**src/hw/alu_pipe_pkg.sv**
```systemverilog
package alu_pipe_pkg;

    // ----------------------------------------
    // Widths and depths
    // ----------------------------------------
    localparam int xlen         = 32;                  // Data width
    localparam int shamt_w      = $clog2(xlen);        // Shift amount bits
    localparam int result_depth = 4;                   // Queue entries, also input credits
    localparam int qptr_w       = $clog2(result_depth); // Queue pointer width
    localparam int out_credits  = 2;                   // Output credits after reset
    localparam int credit_w     = 3;                   // Credit counter width

    // RV32I major opcodes handled here
    localparam logic [6:0] opc_op     = 7'b0110011;    // Register-register
    localparam logic [6:0] opc_op_imm = 7'b0010011;    // Register-immediate

    // ----------------------------------------
    // ALU operations
    // ----------------------------------------
    typedef enum logic [3:0] {
        alu_add,
        alu_sub,
        alu_and,
        alu_or,
        alu_xor,
        alu_slt,                                       // Signed less-than
        alu_sltu,                                      // Unsigned less-than
        alu_sll,
        alu_srl,
        alu_sra
    } alu_op_e;

    // ----------------------------------------
    // Channel payloads
    // ----------------------------------------
    typedef struct packed {
        logic [31:0]     instr;                        // Raw instruction word
        logic [xlen-1:0] rs1_val;
        logic [xlen-1:0] rs2_val;
    } alu_req_t;

    typedef struct packed {
        alu_op_e         op;
        logic [xlen-1:0] a;                            // Always rs1
        logic [xlen-1:0] b;                            // rs2, immediate or shamt
        logic [4:0]      rd;
        logic            illegal;
    } dec_op_t;

    typedef struct packed {
        logic [4:0]      rd;
        logic [xlen-1:0] value;                        // Zero when illegal
        logic            illegal;
    } alu_rsp_t;

endpackage

```
**src/hw/alu_core.sv**
```systemverilog
`timescale 1ns/1ps

module alu_core (
    input  logic [alu_pipe_pkg::xlen-1:0] a,
    input  logic [alu_pipe_pkg::xlen-1:0] b,
    input  alu_pipe_pkg::alu_op_e         op,
    output logic [alu_pipe_pkg::xlen-1:0] res
);

    // ----------------------------------------
    // Shared adder
    // ----------------------------------------
    logic                                  sub_sel;    // Subtract, also for slt
    logic [alu_pipe_pkg::xlen-1:0]         b_inv;
    logic [alu_pipe_pkg::xlen-1:0]         b_sel;
    logic [alu_pipe_pkg::xlen-1:0]         sum;
    logic                                  lt_signed;
    logic                                  lt_unsigned;
    logic [alu_pipe_pkg::shamt_w-1:0]      shamt;
    logic [2*alu_pipe_pkg::xlen-1:0]       srl_ext;
    logic [2*alu_pipe_pkg::xlen-1:0]       sra_ext;

    assign sub_sel = (op == alu_pipe_pkg::alu_sub) || (op == alu_pipe_pkg::alu_slt);
    assign b_inv   = ~b;
    assign b_sel   = sub_sel ? b_inv : b;

    // a - b as a + ~b + 1
    assign sum = a + b_sel + alu_pipe_pkg::xlen'(sub_sel);

    // ----------------------------------------
    // Compares
    // ----------------------------------------
    // Signs differ: negative a is smaller
    // Signs equal: no overflow, difference sign decides
    assign lt_signed = (a[alu_pipe_pkg::xlen-1] != b[alu_pipe_pkg::xlen-1])
                     ? a[alu_pipe_pkg::xlen-1]
                     : sum[alu_pipe_pkg::xlen-1];
    assign lt_unsigned = (a < b);

    // ----------------------------------------
    // Shifts
    // ----------------------------------------
    assign shamt = b[alu_pipe_pkg::shamt_w-1:0];       // Upper bits of b ignored

    // Shift a double-width word, fill from the upper half
    assign srl_ext = {{alu_pipe_pkg::xlen{1'b0}}, a} >> shamt;
    assign sra_ext = {{alu_pipe_pkg::xlen{a[alu_pipe_pkg::xlen-1]}}, a} >> shamt;

    // Result select
    always_comb begin
        res = '0;
        case (op)
            alu_pipe_pkg::alu_add,
            alu_pipe_pkg::alu_sub: begin
                res = sum;
            end
            alu_pipe_pkg::alu_and: begin
                res = a & b;
            end
            alu_pipe_pkg::alu_or: begin
                res = a | b;
            end
            alu_pipe_pkg::alu_xor: begin
                res = a ^ b;
            end
            alu_pipe_pkg::alu_slt: begin
                res[0] = lt_signed;                    // Upper bits stay zero
            end
            alu_pipe_pkg::alu_sltu: begin
                res[0] = lt_unsigned;
            end
            alu_pipe_pkg::alu_sll: begin
                res = a << shamt;
            end
            alu_pipe_pkg::alu_srl: begin
                res = srl_ext[alu_pipe_pkg::xlen-1:0];
            end
            alu_pipe_pkg::alu_sra: begin
                res = sra_ext[alu_pipe_pkg::xlen-1:0];
            end
            default: begin
                res = '0;
            end
        endcase
    end

endmodule

```
**src/hw/alu_decode.sv**
```systemverilog
`timescale 1ns/1ps

module alu_decode (
    input  logic                   clock,
    input  logic                   reset,
    input  logic                   in_valid,
    input  alu_pipe_pkg::alu_req_t in_req,
    output logic                   dec_valid,
    output alu_pipe_pkg::dec_op_t  dec_out
);

    // ----------------------------------------
    // Instruction fields
    // ----------------------------------------
    logic [6:0]                    opcode;
    logic [2:0]                    funct3;
    logic [6:0]                    funct7;
    logic                          is_op;
    logic                          is_imm;
    logic [alu_pipe_pkg::xlen-1:0] imm_i;
    logic [alu_pipe_pkg::xlen-1:0] shamt_ext;
    logic                          bad_f7;
    alu_pipe_pkg::dec_op_t         dec_next;

    assign opcode = in_req.instr[6:0];
    assign funct3 = in_req.instr[14:12];
    assign funct7 = in_req.instr[31:25];               // Upper imm bits for OP-IMM
    assign is_op  = (opcode == alu_pipe_pkg::opc_op);
    assign is_imm = (opcode == alu_pipe_pkg::opc_op_imm);

    // I-type immediate, sign extended
    assign imm_i = {{(alu_pipe_pkg::xlen-12){in_req.instr[31]}}, in_req.instr[31:20]};
    // Immediate shifts take only the shamt field
    assign shamt_ext = {{(alu_pipe_pkg::xlen-alu_pipe_pkg::shamt_w){1'b0}},
                        in_req.instr[20 +: alu_pipe_pkg::shamt_w]};

    // Operation select and funct7 legality
    always_comb begin
        dec_next.op = alu_pipe_pkg::alu_add;
        dec_next.a  = in_req.rs1_val;
        dec_next.b  = is_imm ? imm_i : in_req.rs2_val;
        dec_next.rd = in_req.instr[11:7];
        bad_f7      = 1'b0;
        case (funct3)
            3'b000: begin
                // addi has no funct7, its top bits are immediate
                dec_next.op = (is_op && funct7[5]) ? alu_pipe_pkg::alu_sub
                                                   : alu_pipe_pkg::alu_add;
                bad_f7 = is_op && (funct7 != 7'b0000000) && (funct7 != 7'b0100000);
            end
            3'b001: begin
                dec_next.op = alu_pipe_pkg::alu_sll;
                bad_f7      = (funct7 != 7'b0000000);  // slli checked too
                if (is_imm) dec_next.b = shamt_ext;
            end
            3'b010: begin
                dec_next.op = alu_pipe_pkg::alu_slt;
                bad_f7      = is_op && (funct7 != 7'b0000000);
            end
            3'b011: begin
                dec_next.op = alu_pipe_pkg::alu_sltu;
                bad_f7      = is_op && (funct7 != 7'b0000000);
            end
            3'b100: begin
                dec_next.op = alu_pipe_pkg::alu_xor;
                bad_f7      = is_op && (funct7 != 7'b0000000);
            end
            3'b101: begin
                // Bit 30 picks arithmetic, same for srai
                dec_next.op = funct7[5] ? alu_pipe_pkg::alu_sra : alu_pipe_pkg::alu_srl;
                bad_f7      = (funct7 != 7'b0000000) && (funct7 != 7'b0100000);
                if (is_imm) dec_next.b = shamt_ext;
            end
            3'b110: begin
                dec_next.op = alu_pipe_pkg::alu_or;
                bad_f7      = is_op && (funct7 != 7'b0000000);
            end
            default: begin
                dec_next.op = alu_pipe_pkg::alu_and;
                bad_f7      = is_op && (funct7 != 7'b0000000);
            end
        endcase
        dec_next.illegal = !(is_op || is_imm) || bad_f7;
    end

    // ----------------------------------------
    // Stage register
    // ----------------------------------------
    always_ff @(posedge clock) begin
        if (reset) dec_valid <= 1'b0;
        else       dec_valid <= in_valid;              // One beat per accepted request
    end

    always_ff @(posedge clock) begin
        if (in_valid) dec_out <= dec_next;             // Payload, no reset
    end

endmodule

```
**src/hw/alu_execute.sv**
```systemverilog
`timescale 1ns/1ps

module alu_execute (
    input  logic                   clock,
    input  logic                   reset,
    input  logic                   dec_valid,
    input  alu_pipe_pkg::dec_op_t  dec_out,
    output logic                   ex_valid,
    output alu_pipe_pkg::alu_rsp_t ex_out
);

    logic [alu_pipe_pkg::xlen-1:0] core_res;           // Combinational ALU output

    // ----------------------------------------
    // ALU
    // ----------------------------------------
    alu_core u_core (
        .a   (dec_out.a),
        .b   (dec_out.b),
        .op  (dec_out.op),
        .res (core_res)
    );

    // ----------------------------------------
    // Stage register
    // ----------------------------------------
    always_ff @(posedge clock) begin
        if (reset) ex_valid <= 1'b0;
        else       ex_valid <= dec_valid;              // Never stalls
    end

    // rd and illegal ride along with the value
    always_ff @(posedge clock) begin
        if (dec_valid) begin
            ex_out.rd      <= dec_out.rd;
            ex_out.illegal <= dec_out.illegal;
            // Illegal encodings return zero
            ex_out.value   <= dec_out.illegal ? '0 : core_res;
        end
    end

endmodule

```
**src/hw/alu_result.sv**
```systemverilog
`timescale 1ns/1ps

module alu_result (
    input  logic                   clock,
    input  logic                   reset,
    input  logic                   ex_valid,
    input  alu_pipe_pkg::alu_rsp_t ex_out,
    input  logic                   out_credit,
    output logic                   out_valid,
    output alu_pipe_pkg::alu_rsp_t out_rsp,
    output logic                   in_credit
);

    // ----------------------------------------
    // Result queue
    // ----------------------------------------
    alu_pipe_pkg::alu_rsp_t              q_mem [alu_pipe_pkg::result_depth];
    logic [alu_pipe_pkg::qptr_w-1:0]     q_head;       // Oldest entry
    logic [alu_pipe_pkg::qptr_w-1:0]     q_tail;       // Next free slot
    logic [alu_pipe_pkg::qptr_w:0]       q_count;      // 0 to result_depth
    logic                                q_empty;
    logic [alu_pipe_pkg::credit_w-1:0]   credit_cnt;   // Output credits held
    logic                                push;
    logic                                pop;

    assign q_empty = (q_count == '0);
    assign push    = ex_valid;                         // Slot reserved by input credit
    // Pop whenever an entry and an output credit are both there
    assign pop     = !q_empty && (credit_cnt != '0);

    // Entry storage, no reset
    always_ff @(posedge clock) begin
        if (push) q_mem[q_tail] <= ex_out;
    end

    always_ff @(posedge clock) begin
        if (reset) begin
            q_head <= '0;
            q_tail <= '0;
        end else begin
            if (push) q_tail <= q_tail + 1'b1;         // Wraps, depth is a power of two
            if (pop)  q_head <= q_head + 1'b1;
        end
    end

    always_ff @(posedge clock) begin
        if (reset) begin
            q_count <= '0;
        end else begin
            case ({push, pop})
                2'b10:   q_count <= q_count + 1'b1;
                2'b01:   q_count <= q_count - 1'b1;
                default: q_count <= q_count;           // Both or neither
            endcase
        end
    end

    // ----------------------------------------
    // Output credits
    // ----------------------------------------
    always_ff @(posedge clock) begin
        if (reset) begin
            credit_cnt <= alu_pipe_pkg::credit_w'(alu_pipe_pkg::out_credits);
        end else begin
            case ({pop, out_credit})
                2'b10:   credit_cnt <= credit_cnt - 1'b1;  // Spent on a send
                2'b01:   credit_cnt <= credit_cnt + 1'b1;  // Returned by downstream
                default: credit_cnt <= credit_cnt;         // Send and return cancel
            endcase
        end
    end

    // ----------------------------------------
    // Output register and credit return
    // ----------------------------------------
    always_ff @(posedge clock) begin
        if (pop) out_rsp <= q_mem[q_head];
    end

    // in_credit lines up with out_valid, one per freed slot
    always_ff @(posedge clock) begin
        if (reset) begin
            out_valid <= 1'b0;
            in_credit <= 1'b0;
        end else begin
            out_valid <= pop;
            in_credit <= pop;
        end
    end

endmodule

```
**src/hw/alu_pipe_top.sv**
```systemverilog
`timescale 1ns/1ps

module alu_pipe_top (
    input  logic                   clock,
    input  logic                   reset,
    // Input channel, credit based
    input  logic                   in_valid,
    input  alu_pipe_pkg::alu_req_t in_req,
    output logic                   in_credit,
    // Output channel, credit based
    output logic                   out_valid,
    output alu_pipe_pkg::alu_rsp_t out_rsp,
    input  logic                   out_credit
);

    // ----------------------------------------
    // Internal links
    // ----------------------------------------
    logic                   dec_valid;
    alu_pipe_pkg::dec_op_t  dec_out;                   // Decode to execute
    logic                   ex_valid;
    alu_pipe_pkg::alu_rsp_t ex_out;                    // Execute to result

    // Stage 1
    alu_decode u_decode (
        .clock     (clock),
        .reset     (reset),
        .in_valid  (in_valid),
        .in_req    (in_req),
        .dec_valid (dec_valid),
        .dec_out   (dec_out)
    );

    // Stage 2
    alu_execute u_execute (
        .clock     (clock),
        .reset     (reset),
        .dec_valid (dec_valid),
        .dec_out   (dec_out),
        .ex_valid  (ex_valid),
        .ex_out    (ex_out)
    );

    // Queue and both credit loops
    alu_result u_result (
        .clock      (clock),
        .reset      (reset),
        .ex_valid   (ex_valid),
        .ex_out     (ex_out),
        .out_credit (out_credit),
        .out_valid  (out_valid),
        .out_rsp    (out_rsp),
        .in_credit  (in_credit)
    );

endmodule

```
**config.mk**
```make
export PLATFORM = sky130hd
export DESIGN_NAME = alu_pipe_top
export DESIGN_NICKNAME = d
export VERILOG_FILES = /design/src/hw/alu_pipe_pkg.sv /design/src/hw/alu_core.sv /design/src/hw/alu_decode.sv /design/src/hw/alu_execute.sv /design/src/hw/alu_result.sv /design/src/hw/alu_pipe_top.sv
export SDC_FILE = /design/constraint.sdc
export NUM_CORES = 1
export LEC_CHECK = 0
export ABC_CLOCK_PERIOD_IN_PS = 3600
export BUFFER_PORTS_ARGS = -buffer_cell sky130_fd_sc_hd__buf_2
export CORE_MARGIN = 4
export CORE_UTILIZATION = 56
export CTS_CLUSTER_DIAMETER = 120
export DETAILED_ROUTE_END_ITERATION = 16
export GPL_TIMING_DRIVEN = 1
export MAX_ROUTING_LAYER = met4
export PLACE_DENSITY = 0.87
export SLEW_MARGIN = 20
export SYNTH_ARGS = -nofsm -noshare
export SYNTH_HDL_FRONTEND = slang
export SYNTH_SLANG_ARGS = --single-unit
```
**constraint.sdc**
```tcl
create_clock -name clock -period 3.6 [get_ports clock]
set_clock_uncertainty 0.15 [all_clocks]
set_input_delay 0.54 -clock clock [delete_from_list [all_inputs] [get_ports clock]]
set_output_delay 0.54 -clock clock [all_outputs]
set_load 0.005 [all_outputs]
```
# ---- Word level (Yosys, flattened, before mapping)
# Memory sizes are Yosys's and may differ from the RTL's. A register that Yosys moved wholly into a read port is not among the register bits.
# Index checks and enable logic that the tools add are counted.
dict set report totals {
  register_bits 125
  ramBits 152
  mem_count 1
}
# name words word_bits rd rd_ports_with_merged_regs write_ports line_no
set mem_list {}
lappend mem_list {u_result.q_mem 4 38 1 1 1 alu_result.sv:17} ;# alu_pipe_pkg::alu_rsp_t q_mem [alu_pipe_pkg::result_depth];
dict set report op_classes {
  add_sub_neg 8
  magnitude_cmp 1
  n_eq_ne 23
  n_shift 3
  muxes 15
  bitwise_logic 4
  reduce_logical 19
}
# op n
set ops {}
lappend ops {{$pmux 31 s7} 1}
lappend ops {{$mux 32} 4}
lappend ops {{$shr 64x5->32} 1}
lappend ops {{$add 32x1->32} 1}
lappend ops {{$add 32x32->32} 1}
lappend ops {{$and 32x32->32} 1}
lappend ops {{$lt 32x32->1} 1}
lappend ops {{$not 32->32} 1}
lappend ops {{$or 32x32->32} 1}
lappend ops {{$shl 32x5->32} 1}
lappend ops {{$shr 32x5->32} 1}
lappend ops {{$xor 32x32->32} 1}
lappend ops {{$pmux 4 s7} 1}
lappend ops {{$eq 4x3->1 const B} 4}
lappend ops {{$pmux 3 s2} 2}
lappend ops {{$eq 3x3->1 const B} 3}
lappend ops {{$pmux 1 s9} 1}
lappend ops {{$eq 4x2->1 const B} 2}
lappend ops {{$eq 4x4->1 const B} 2}
lappend ops {{$eq 7x5->1 const B} 1}
lappend ops {{$eq 7x6->1 const B} 1}
lappend ops {{$ne 7x6->1 const B} 1}
lappend ops {{$reduce_bool 7->1} 1}
lappend ops {{$add 3x1->3 const B} 2}
lappend ops {{other kinds (18)} 37}

# ---- Logic depth before layout (Yosys ltp)
# Gate-level depths: netlist (run 1).
dict set report logic_depth {
  ltp_word 7
  depth_mapped 16
  ltp_nobuf 13
}

# ---- Cells and area by module
# Synthesis (run 1) repeated with hierarchy kept, for this count alone.
dict set report hier_totals {
  hier_cells 1603
  hier_area_um2 19463.7
}
# module n_inst cells_per_inst area_per_inst_um2
set by_module_without_submodules {}
lappend by_module_without_submodules {alu_core 1 1073 8121.5}
lappend by_module_without_submodules {alu_result 1 302 7225.7}
lappend by_module_without_submodules {alu_decode 1 153 2726.4}
lappend by_module_without_submodules {alu_execute 1 75 1390.1}

# ---- Worst setup path before layout (run 1)
# No wires, ideal clock.
dict set report synth_timing {
  path_type {register to register}
  startpoint {register u_decode.dec_out[71] (netlist name)}
  endpoint {register u_execute.ex_out[26] (netlist name)}
  t_arrival_ns 3.546
  required_ns 3.175
  slack_ns -0.372
  path_stages_with_launch 15
  n_path_buf 2
  synth_period_minus_slack_ns 3.972
  cell_sequence {edfxtp_1 -> buf_2 -> nor3b_1 -> buf_1 -> xnor2_1 -> ha_1 -> and3_4 -> o2111a_1 -> a211oi_2 -> o21ai_2 -> a311oi_2 -> o21ai_2 -> mux2i_1 -> o31ai_1 -> a41oi_1}
}
dict set report synth_between {
  elab_chain_len 6
  word_cells_on_any_way 15
}
# item line_no
set synth_lines {}
lappend synth_lines {{$eq 4x1->1 / $eq 4x3->1 (equally long branches)} {alu_core.sv:23, alu_core.sv:52}}
lappend synth_lines {{$logic_or 1x1->1} alu_core.sv:23} ;# assign sub_sel = (op == alu_pipe_pkg::alu_sub) || (op == alu_pipe_pkg::alu_slt);
lappend synth_lines {{$mux 32} alu_core.sv:25} ;# assign b_sel = sub_sel ? b_inv : b;
lappend synth_lines {{$add 32x32->32} alu_core.sv:28} ;# assign sum = a + b_sel + alu_pipe_pkg::xlen'(sub_sel);
lappend synth_lines {{$add 32x1->32} alu_core.sv:28}
lappend synth_lines {{$pmux 31 s7 *} alu_core.sv:52} ;# case (op)
# Every way passes the cells marked *; elsewhere a longest branch is shown, timed or not.
# A chain may end at the register's enable or synchronous reset.

# ---- Worst setup path after layout (run 1)
dict set report layout_timing {
  startpoint {register u_decode.dec_out[71] (netlist name)}
  endpoint {register u_execute.ex_out[27] (netlist name)}
}
dict set report layout_between {
  elab_chain_len 6
  word_cells_on_any_way 15
}
# item line_no
set layout_lines {}
lappend layout_lines {{$eq 4x1->1 / $eq 4x3->1 (equally long branches)} {alu_core.sv:23, alu_core.sv:52}}
lappend layout_lines {{$logic_or 1x1->1} alu_core.sv:23}
lappend layout_lines {{$mux 32} alu_core.sv:25}
lappend layout_lines {{$add 32x32->32} alu_core.sv:28}
lappend layout_lines {{$add 32x1->32} alu_core.sv:28}
lappend layout_lines {{$pmux 31 s7 *} alu_core.sv:52}
# Marks and branches as above.

==> key figures, run 1 <==
Synthesis
  • YS warnings: 0
  • FF+latch count, synth: approximately 320
  • Post-synth EDFFs: between 300 and 400
  • Syn Area/Cell: 11.8 um^2
  • Cell Area, Synth: 19200 um^2
  • Mapped Cells: between 1500 and 2000
  • Yosys cell types: 80
  • Ys flop type: edfxtp_1
  • Synth area leaders: edfxtp_1 47%, mux4_2 9.2%, ha_1 8.7%
  • Synth top area share: 0.473
  • Mapped Nets: between 1500 and 2000
  • Post-synthesis sequential area ratio: 0.486
  • Area leader, netlist: edfxtp_1
  • Post-synth ARST share: 0

Pwr
  • P_leak: 8.79 nW
  • Tot Pwr: roughly 12 mW
  • Max IR drop VDD: 0.682 mV
  • Pwr per Cell Area: 520 nW/um^2

STA
  • Unrepaired setup endpoints after global routing: yes
  • Peak Freq: ~270 MHz
  • Final Critical Period: about 3.7 ns
  • Final setup vio count: 8
  • Tightest Pin Transition: 1.05 ns
  • Final WS setup: -0.0747 ns
  • Slew Limit Headroom: 0.299
  • Hold Fails Final Rpt: 0
  • Period utilisation layout: 1.02
  • Max-slew violations: 0

Placed design
  • Gpl congestion: 1.09
  • Post-DP HPWL: 42600 um
  • Cell Area, Placed: 20900 um^2
  • Port-buffer cells: between 100 and 150

Die
  • Initial Util: 0.570
  • Full die area: 37300 um^2
  • Row cnt: 67
  • Die width: roughly 190 um
  • Top-Level Pins: 140
  • Die height: ~190 um
  • Core area: between 30000 and 40000 um^2

Finish
  • Fillers: 2356
  • Layout area overhead: 18.0%
  • Multi-input gate area: approximately 9000 um^2
  • Most common cell after layout, fill and taps aside: edfxtp_1
  • Reg area: 9330 um^2
  • Total Nets Final: between 2000 and 2500
  • Finished layout cell area: approximately 23000 um^2
  • Ant diodes: 0
  • Layout cells sized above 1: 0.243
  • Most frequent cells in the layout: 302 x edfxtp_1, 133 x buf_2, 132 x ha_1

Global routing
  • Number of global-route vias before repair: 14500
  • Overflow after GRT: 0
  • Total GRT Usage: 0.336
  • Initial antenna violation count: 0
  • Pin count of the biggest net entering global routing: between 80 and 90
  • Global-route wire length before repair: 90500 um

Clock network
  • Root Buffer: clkbuf_16
  • Maximum clock path buffer count: 3
  • CTS H-tree lvls: 1
  • Clock sink count: 315
  • CTS tree: done
  • Num CTS Buffers: 31
  • Clock transition at path regs: roughly 0.060 ns
  • Worst-Skew Late Latency: ~0.59 ns

Min path
  • Hold WC Path Type: primary input to flip-flop
  • Depth of the worst hold-timing path: 2
  • WHS Endpoint: u_decode.dec_out[32]
  • Hold Startpoint: in_req[26]

Setup path
  • WP data arrival: a little under 4 ns
  • Startpoint Class: flip-flop
  • CP Cell Sequence: nor3b_4, buf_12, buf_12, clkbuf_16, xnor2_1, ha_1, and4_1, nor2b_1, nand4_1, and3_4, o21a_1, o21ai_0, xnor2_1, nand2_1, a31oi_1
  • Worst r2r dst: u_execute.ex_out[27]
  • Max incr delay on CP: 0.44 ns
  • Slowest-stage cell, CP: edfxtp_1
  • CP endpoint kind: flip-flop
  • CP delay by family, top: simple AND/OR/NAND/NOR gates
  • CP Class: flip-flop to flip-flop
  • CP Max Fanout: 7
  • Cell count of the worst reg-to-reg path: 15
  • R2r setup slk: -0.07 ns
  • Worst Path Buf+Inv: 3
  • Critical Path RT: 3.86 ns
  • FF-to-FF Start: u_decode.dec_out[71]

Detailed routing
  • Post-Route WL: around 60000 um
  • Vias: 15100
  • DRC violations left: 0
  • DRT iter0 DRCs: 2085
  • Drt wl/cell: 26.4 um
  • Antenna Nets Post-Route: 0
  • Vias per inst: 6.47
  • First drt pass iteration count: 6

Run status
  • Status: complete, but fails checks
  • Violations in the final reports: negative setup slack

Job
  • Max cap viols: 0
## cell type report
cell class	instances	area share
clock buffer	36	0.0351
inverter	92	0.0153
clock inverter	22	0.0106
sequential	315	0.412
multi-input combinational	1115	0.408
tap	448	0.0248
timing repair buffer	302	0.0937
## timing repair
item / 4_1_cts / 5_1_grt
setup endpoints to repair: 18 / 17
setup buffers: 0 / 8
hold buffers: 37 / 0
cloned: 0 / 1
endpoints found under the hold margin: 37 / 0
pin swaps: 7 / 29
gates resized for setup: 14 / 26
## flip-flops by register name (all words and copies together) (netlist names)
register,count
u_execute.ex_out,38
u_result.q_tail,2
u_result.q_mem,152
u_result.out_rsp,38
u_decode.dec_out,74
u_result.out_valid,1
u_result.q_count,3
u_result.q_head,2
u_result.credit_cnt,3
u_decode.dec_valid,1
u_execute.ex_valid,1
## worst max-delay path by stage
| stage | from | cells after the start | end |
|---|---|---|---|
| after floorplan | u_decode.dec_out[8] | 14 | u_execute.ex_out[25] |
| after CTS | u_decode.dec_out[73] | 14 | u_execute.ex_out[25] |
| after global routing | u_decode.dec_out[71] | 16 | u_execute.ex_out[29] |
| after global placement | u_decode.dec_out[71] | 13 | u_execute.ex_out[18] |
| final | u_decode.dec_out[71] | 15 | u_execute.ex_out[27] |
| after detailed placement | u_decode.dec_out[71] | 15 | u_execute.ex_out[28] |
## layer usage
layer  vias up  GRT usage  routed length (um)
li1       6609          -                   -
met1      7233      0.413               22500
met2       976      0.530               28700
met3       255     0.0576                5670
met4         0      0.196                4770
met5         -          -                   0
## cell usage after synthesis (15+ instances only)
cell type / instances
a211oi_1: 16
a21oi_1: 107
buf_2: 15
inv_1: 90
nor3_1: 17
mux2i_1: 40
a21o_1: 45
o211ai_1: 19
xnor2_1: 45
a31oi_1: 15
o21ai_1: 33
edfxtp_1: 302
nand3_1: 20
ha_1: 133
buf_1: 15
mux4_2: 78
o21ai_0: 75
clkbuf_1: 63
xor2_1: 17
nor2_1: 130
o21bai_1: 17
nand2_1: 99
a221oi_1: 21
## cells by family after synthesis
kind of cell,Yosys count,share of synthesized area
AO/OA/AOI/OAI,431,0.147
XOR/XNOR,62,0.0283
adder cells (fa/ha/maj),136,0.0899
buffers and inverters,195,0.0425
flip-flops,315,0.486
multiplexers,130,0.120
AND/OR/NAND/NOR,356,0.0868
## power by group
group          switching [mW]  internal (mW)  total [mW]
sequential              0.304           4.51        4.81
combinational            2.09           1.58        3.67
clock                    1.40           1.88        3.28
## through the flow
stage                     setup TNS (ns)  utilization  std cells  hold WS, ns  worst slack [ns]
after floorplan                        0            -       1625        0.250            0.0125
after global placement            -0.377        0.623       2226        0.255            -0.111
after detailed placement           -1.29        0.623       2226        0.270            -0.219
after CTS                              0        0.667       2321       0.0591          0.000829
after global routing               -1.33        0.673       2330       0.0805            -0.188
final                             -0.235        0.673       2330       0.0726           -0.0747
## worst register-to-register path: stages (launching register included)
cell	delay, ns
edfxtp_1	0.44
nor3b_4	0.27
buf_12	0.17
buf_12	0.11
clkbuf_16	0.15
xnor2_1	0.07
ha_1	0.36
and4_1	0.23
nor2b_1	0.25
nand4_1	0.13
and3_4	0.21
o21a_1	0.21
o21ai_0	0.24
xnor2_1	0.18
nand2_1	0.12
a31oi_1	0.23
(Power assumes the default switching activity.)
==> run 2, diff against run 1 <==
BUFFER_PORTS_ARGS = -buffer_cell sky130_fd_sc_hd__buf_4   (was -buffer_cell sky130_fd_sc_hd__buf_2)
CORE_ASPECT_RATIO = 1.75   (was not set)
GPL_TIMING_DRIVEN = 0   (was 1)
==> run 2 against run 1 <==
The flow still finishes with violations (negative setup slack). Setup slack got worse by 0.21 ns. Clock power is 6.4% lower. Final cell count increased by 1.8%. Routed wire length grew 21%. Combinational power increased by 19%. First-iteration DRC count shrank 22%. Highest routed layer unchanged.
==> key figures, run 2 (synthesis gave the netlist of run 1 again) <==
Run status
  • Status: complete, but fails checks
  • Violations in the final reports: negative setup slack

Finish
  • Max reg flops: ~150
  • Most frequent cells in the layout: 302 x edfxtp_1, 190 x buf_4, 128 x nor2_1
  • Layout area overhead: 24.2%
  • Layout cells sized above 1: 0.272
  • Most common cell after layout, fill and taps aside: edfxtp_1
  • Final Util: 0.706
  • Fillers: 2289
  • Non-Filler Instances: 2371
  • Biggest register: u_result.q_mem
  • Largest regs: u_result.q_mem: 152 flops, u_decode.dec_out: 74 flops
  • Total Nets Final: 2129

Global routing
  • Pin count of the biggest net entering global routing: 76
  • Global-route wire length before repair: about 110000 um
  • Initial antenna violation count: 1
  • Number of global-route vias before repair: 15900
  • Total GRT Usage: 0.404
  • Overflow after GRT: 0

Setup path
  • CP Max Fanout: 6
  • CP endpoint kind: flip-flop
  • CP Class: flip-flop to flip-flop
  • WP data arrival: around 4 ns
  • Startpoint Class: flip-flop
  • Critical Path RT: approximately 3.7 ns

Pwr
  • Tot Pwr: 12.2 mW
  • Fraction of power consumed by sequential logic: 0.391
  • Switch share: 0.333
  • Int Power: between 8 and 9 mW
  • P_sw: between 4 and 5 mW
  • P_leak: 9.07 nW
  • Pwr per Cell Area: 512 nW/um^2
  • Clk pwr share: 0.252
  • Max IR drop VDD: 0.423 mV
  • Comb power frac: 0.357

Detailed routing
  • Vias per inst: 6.61
  • First drt pass iteration count: 6
  • Antenna Nets Post-Route: 0
  • DRC violations left: 0
  • Vias: 15700
  • DRT iter0 DRCs: 1619
  • Drt wl/cell: 31.4 um
  • Post-Route WL: 74400 um

STA
  • Final WS setup: -0.287 ns
  • Max-slew violations: 0
  • Slew Limit Headroom: 0.288
  • Tightest Pin Transition: approximately 1.1 ns
  • Period utilisation layout: 1.08
  • Unrepaired setup endpoints after global routing: yes
  • Peak Freq: 257 MHz
  • Final setup vio count: 15
  • Aggregate negative setup slack: -2.41 ns
  • Final Critical Period: approximately 3.9 ns
  • Hold Fails Final Rpt: 0

Placed design
  • Inst Count DP: 2220
  • Post-DP HPWL: roughly 55000 um
  • Port-buffer cells: 134
  • Gpl congestion: ~1.1

Clock network
  • Clock sink count: 315
  • Maximum clock path buffer count: 3
  • Clock transition at path regs: 0.07 ns
  • CTS H-tree lvls: 1
  • CTS tree: done
  • Root Buffer: clkbuf_16
  • Worst-Skew Late Latency: 0.57 ns
  • Num CTS Buffers: 28

Die
  • Top-Level Pins: 140
  • Row cnt: slightly below 90
  • Die height: 253 um
  • Full die area: 37400 um^2
  • Core area: 33700 um^2
  • Initial Util: 0.568
  • Die width: 148 um

Min path
  • Hold WC Path Type: primary input to flip-flop

Job
  • Max cap viols: 0
run 2: changes by cell type in the layout (fill, tap and decap cells not counted), sizes merged:
cell,delta
clkinv,-5
diode,+1
buf,-18
bufinv,-1
clkbuf,+60
dlygate4sd3,-3
run 2: what timing repair did:
action | in CTS | in global routing
endpoints found under the hold margin | 33 | 1
gates resized for setup | 132 | 96
pin swaps | 57 | 69
gates cloned | 0 | 1
endpoints found under the setup margin | 31 | 28
setup buffers | 45 | 29
hold buffers | 33 | 1
run 2: final timing paths:
| path | startpoint | to | slack, ns | cells after the start |
|---|---|---|---|---|
| worst max register to register | u_decode.dec_out[73] | u_execute.ex_out[28] | -0.29 | 17 |
| worst max-delay path | u_decode.dec_out[73] | u_execute.ex_out[28] | -0.29 | 17 |
| worst min-delay path | in_req[35] | u_decode.dec_out[41] | 0.01 | 1 |
| worst min register to register | u_decode.dec_out[4] | u_execute.ex_out[36] | 0.28 | 0 |
run 2: stage by stage:
step	cell area, um^2	hold WS, ns	worst slack [ns]
2_1_floorplan	19200	0.250	0.0125
3_3_place_gp	20800	0.258	-1.85
3_5_place_dp	20900	0.265	-1.75
4_1_cts	23200	0.000285	-0.255
5_1_grt	23800	0.00642	-0.337
6_report	23800	0.0143	-0.287
run 2: area by class of cell:
type	instances	area [um^2]	area share
Buffer	96	591	0.0248
Timing Repair Buffer	245	2180	0.0915
Sequential cell	315	9330	0.392
Antenna cell	1	2.50	0.000105
Tap cell	455	569	0.0239
Inverter	92	350	0.0147
Multi-Input combinational cell	1115	9850	0.413
Clock buffer	36	772	0.0324
Clock inverter	16	181	0.00761
run 2: per-layer routing:
metal	vias up	track usage	wire length [um]
met5	-	-	0
met4	0	0.315	7410
met3	332	0.0702	5370
met2	994	0.678	37400
met1	7670	0.419	24200
li1	6679	-	-
run 2: worst max-delay path, stage by stage (launching register included):
cell,delay [ns]
edfxtp_1,0.45
nor3b_4,0.21
buf_6,0.20
buf_12,0.17
xnor2_2,0.07
ha_1,0.31
and3_4,0.21
o2111a_1,0.23
a211oi_4,0.05
buf_6,0.15
o21ai_4,0.25
buf_6,0.14
a31oi_4,0.08
buf_12,0.17
o211a_4,0.28
xnor2_4,0.15
a211oi_2,0.20
nor2_1,0.10
run 2: power by group through the flow:
stage | Clock (mW) | Combinational, mW | Sequential [mW]
2_1_floorplan | 0 | 2.18 | 4.76
3_3_place_gp | 0 | 3.41 | 4.83
3_5_place_dp | 0 | 3.58 | 4.84
4_1_cts | 3.10 | 4.02 | 4.77
5_1_grt | 3.26 | 4.57 | 4.80
6_report | 3.07 | 4.36 | 4.77
==> run 3, diff against run 2 <==
CELL_PAD_IN_SITES_DETAIL_PLACEMENT = 0   (was not set)
CELL_PAD_IN_SITES_GLOBAL_PLACEMENT = 2   (was not set)
CORE_UTILIZATION = 38   (was 56)
GPL_ROUTABILITY_DRIVEN = 0   (was not set)
PLACE_DENSITY = 0.86   (was 0.87)
==> run 3 against run 2 <==
The flow still finishes with violations (negative setup slack). Design area decreased by 1.1%. Sequential power about the same. Final cell count is 8.4% higher. Critical path depth decreased by 1. Sequential share of layout area increased by 0.45 points. Maximum frequency increased by 2.9%. Setup slack better by 0.11 ns. Combinational power fell by 10%. Die area up 45%. Sequential cell count unchanged. Routed wire length is 7.3% lower. Critical path type unchanged. Critical endpoint is now u_execute.ex_out[32]. Largest power group unchanged. Highest routed layer unchanged.
==> key figures, run 3 (synthesis gave the netlist of run 1 again) <==
Finish
  • Final Util: 0.474
  • Total Nets Final: between 2000 and 2500
  • Fillers: ~4600
  • Largest regs: u_result.q_mem: 152 flops, u_decode.dec_out: 74 flops
  • Most frequent cells in the layout: 302 x edfxtp_1, 192 x buf_4, 128 x nor2_1
  • Biggest register: u_result.q_mem
  • Non-Filler Instances: approximately 2600
  • Finished layout cell area: 23600 um^2
  • Most common cell after layout, fill and taps aside: edfxtp_1
  • Layout area overhead: 22.8%
  • Max reg flops: 152
  • Layout cells sized above 1: 0.247

Placed design
  • Cell Area, Placed: 21200 um^2
  • Inst Count DP: 2425
  • Post-DP HPWL: 51500 um
  • Port-buffer cells: 134
  • Pre-CTS setup slack: -1.18 ns

Detailed routing
  • DRT iter0 DRCs: roughly 1000
  • First drt pass iteration count: 6
  • Post-Route WL: 69000 um
  • DRC violations left: 0
  • Drt wl/cell: 26.8 um
  • Vias: 14900
  • Antenna Nets Post-Route: 0
  • Vias per inst: approximately 5.8

Die
  • Full die area: 54300 um^2
  • Core area: just under 50000 um^2
  • Die width: 178 um
  • Die height: 305 um
  • Top-Level Pins: 140
  • Row cnt: 108
  • Initial Util: 0.386

Setup path
  • CP Max Fanout: 11
  • CP Class: flip-flop to flip-flop
  • Critical Path RT: ~3.8 ns
  • Worst r2r dst: u_execute.ex_out[32]
  • Cell count of the worst reg-to-reg path: 16
  • Startpoint Class: flip-flop
  • R2r setup slk: -0.18 ns
  • FF-to-FF Start: u_decode.dec_out[9]
  • WP data arrival: 3.98 ns
  • CP endpoint kind: flip-flop

Clock network
  • Clock transition at path regs: 0.07 ns
  • Worst-Skew Late Latency: roughly 0.60 ns
  • Num CTS Buffers: 29
  • CTS tree: done
  • Clock sink count: 315
  • Root Buffer: clkbuf_16
  • CTS H-tree lvls: 1
  • Maximum clock path buffer count: 3

Pwr
  • Comb power frac: 0.329
  • Int Power: 8.00 mW
  • Pwr per Cell Area: 505 nW/um^2
  • Switch share: 0.327
  • P_leak: between 8 and 9 nW
  • Fraction of power consumed by sequential logic: 0.400
  • P_sw: 3.89 mW
  • Max IR drop VDD: 0.385 mV
  • Clk pwr share: 0.271

Global routing
  • Pin count of the biggest net entering global routing: 76
  • Overflow after GRT: 0
  • Global Route met2 Usage: 0.435
  • Global-route wire length before repair: about 99000 um
  • Most used routing layer: met2
  • Grt met1 use: 0.259
  • Initial antenna violation count: 0
  • Total GRT Usage: 0.257
  • Number of global-route vias before repair: 15100
  • GRT met3 Usage: 0.0294

STA
  • Peak Freq: 265 MHz
  • Final setup vio count: 13
  • Aggregate negative setup slack: -1.29 ns
  • Final WS setup: -0.178 ns
  • Tightest Pin Transition: just over 1 ns
  • Slew Limit Headroom: 0.307
  • Final Critical Period: 3.78 ns
  • Unrepaired setup endpoints after global routing: yes
  • Hold Fails Final Rpt: 0
  • Max-slew violations: 0
  • Period utilisation layout: 1.05

Min path
  • WHS Endpoint: u_decode.dec_valid
  • Depth of the worst hold-timing path: 2
  • Hold Startpoint: reset
  • Hold WC Path Type: primary input to flip-flop

Job
  • Max cap viols: 0

Run status
  • Violations in the final reports: negative setup slack
  • Status: complete, but fails checks
-- run 3: through the flow --
stage | hold WS, ns | power, mW
detailed placement | 0.256 | 8.29
finish | 0.0147 | 11.9
CTS | 0.00616 | 11.8
floorplan | 0.250 | 6.94
global placement | 0.255 | 8.20
global route | 0.0177 | 12.4
-- run 3: critical path: stages (launching register included) --
cell and delay, ns:
edfxtp_1 0.53, inv_2 0.14, buf_6 0.18, buf_8 0.20, xnor2_2 0.08, ha_1 0.32, and3_4 0.19, o2111a_1 0.15
a211oi_4 0.33, o21ai_4 0.12, buf_4 0.16, buf_6 0.11, a31oi_4 0.20, o211a_4 0.26, buf_6 0.12, o22ai_1 0.06
a41o_1 0.23
-- run 3: layout make-up --
class | instances | area (um^2) | share of cell area
antenna | 1 | 2.50 | 0.000106
clock inverter | 23 | 277 | 0.0117
clock buffer | 31 | 733 | 0.0311
sequential | 315 | 9330 | 0.396
inverter | 92 | 354 | 0.0150
timing repair buffer | 234 | 1950 | 0.0827
buffer | 99 | 556 | 0.0236
multi-input combinational | 1115 | 9530 | 0.405
tap | 660 | 826 | 0.0351
-- run 3: how the worst max path moves through the flow --
stage / to / from
after floorplan: u_execute.ex_out[25] / u_decode.dec_out[8]
after global placement: u_execute.ex_out[26] / u_decode.dec_out[8]
after detailed placement: u_execute.ex_out[26] / u_decode.dec_out[8]
after CTS: u_execute.ex_out[1] / u_decode.dec_out[71]
after global routing: u_execute.ex_out[30] / u_decode.dec_out[73]
final: u_execute.ex_out[32] / u_decode.dec_out[9]
-- run 3: power groups by stage --
stage	Sequential, mW	Combinational (mW)	Clock [mW]
6_report	4.76	3.91	3.23
5_1_grt	4.79	4.19	3.46
4_1_cts	4.76	3.74	3.30
3_5_place_dp	4.86	3.43	0
3_3_place_gp	4.87	3.33	0
2_1_floorplan	4.76	2.18	0
-- run 3: routing by layer --
metal,part of all wire,vias to the layer above
met1,0.33,7196
li1,-,6670
met2,0.50,751
met5,0,-
met3,0.057,294
met4,0.12,0
-- run 3: repair_timing --
action,4_1_cts,5_1_grt
endpoints found under the hold margin,37,0
pin swaps,45,29
setup endpoints to repair,32,29
hold buffers,37,0
setup buffers,41,15
cloned,1,0
gates resized for setup,88,59
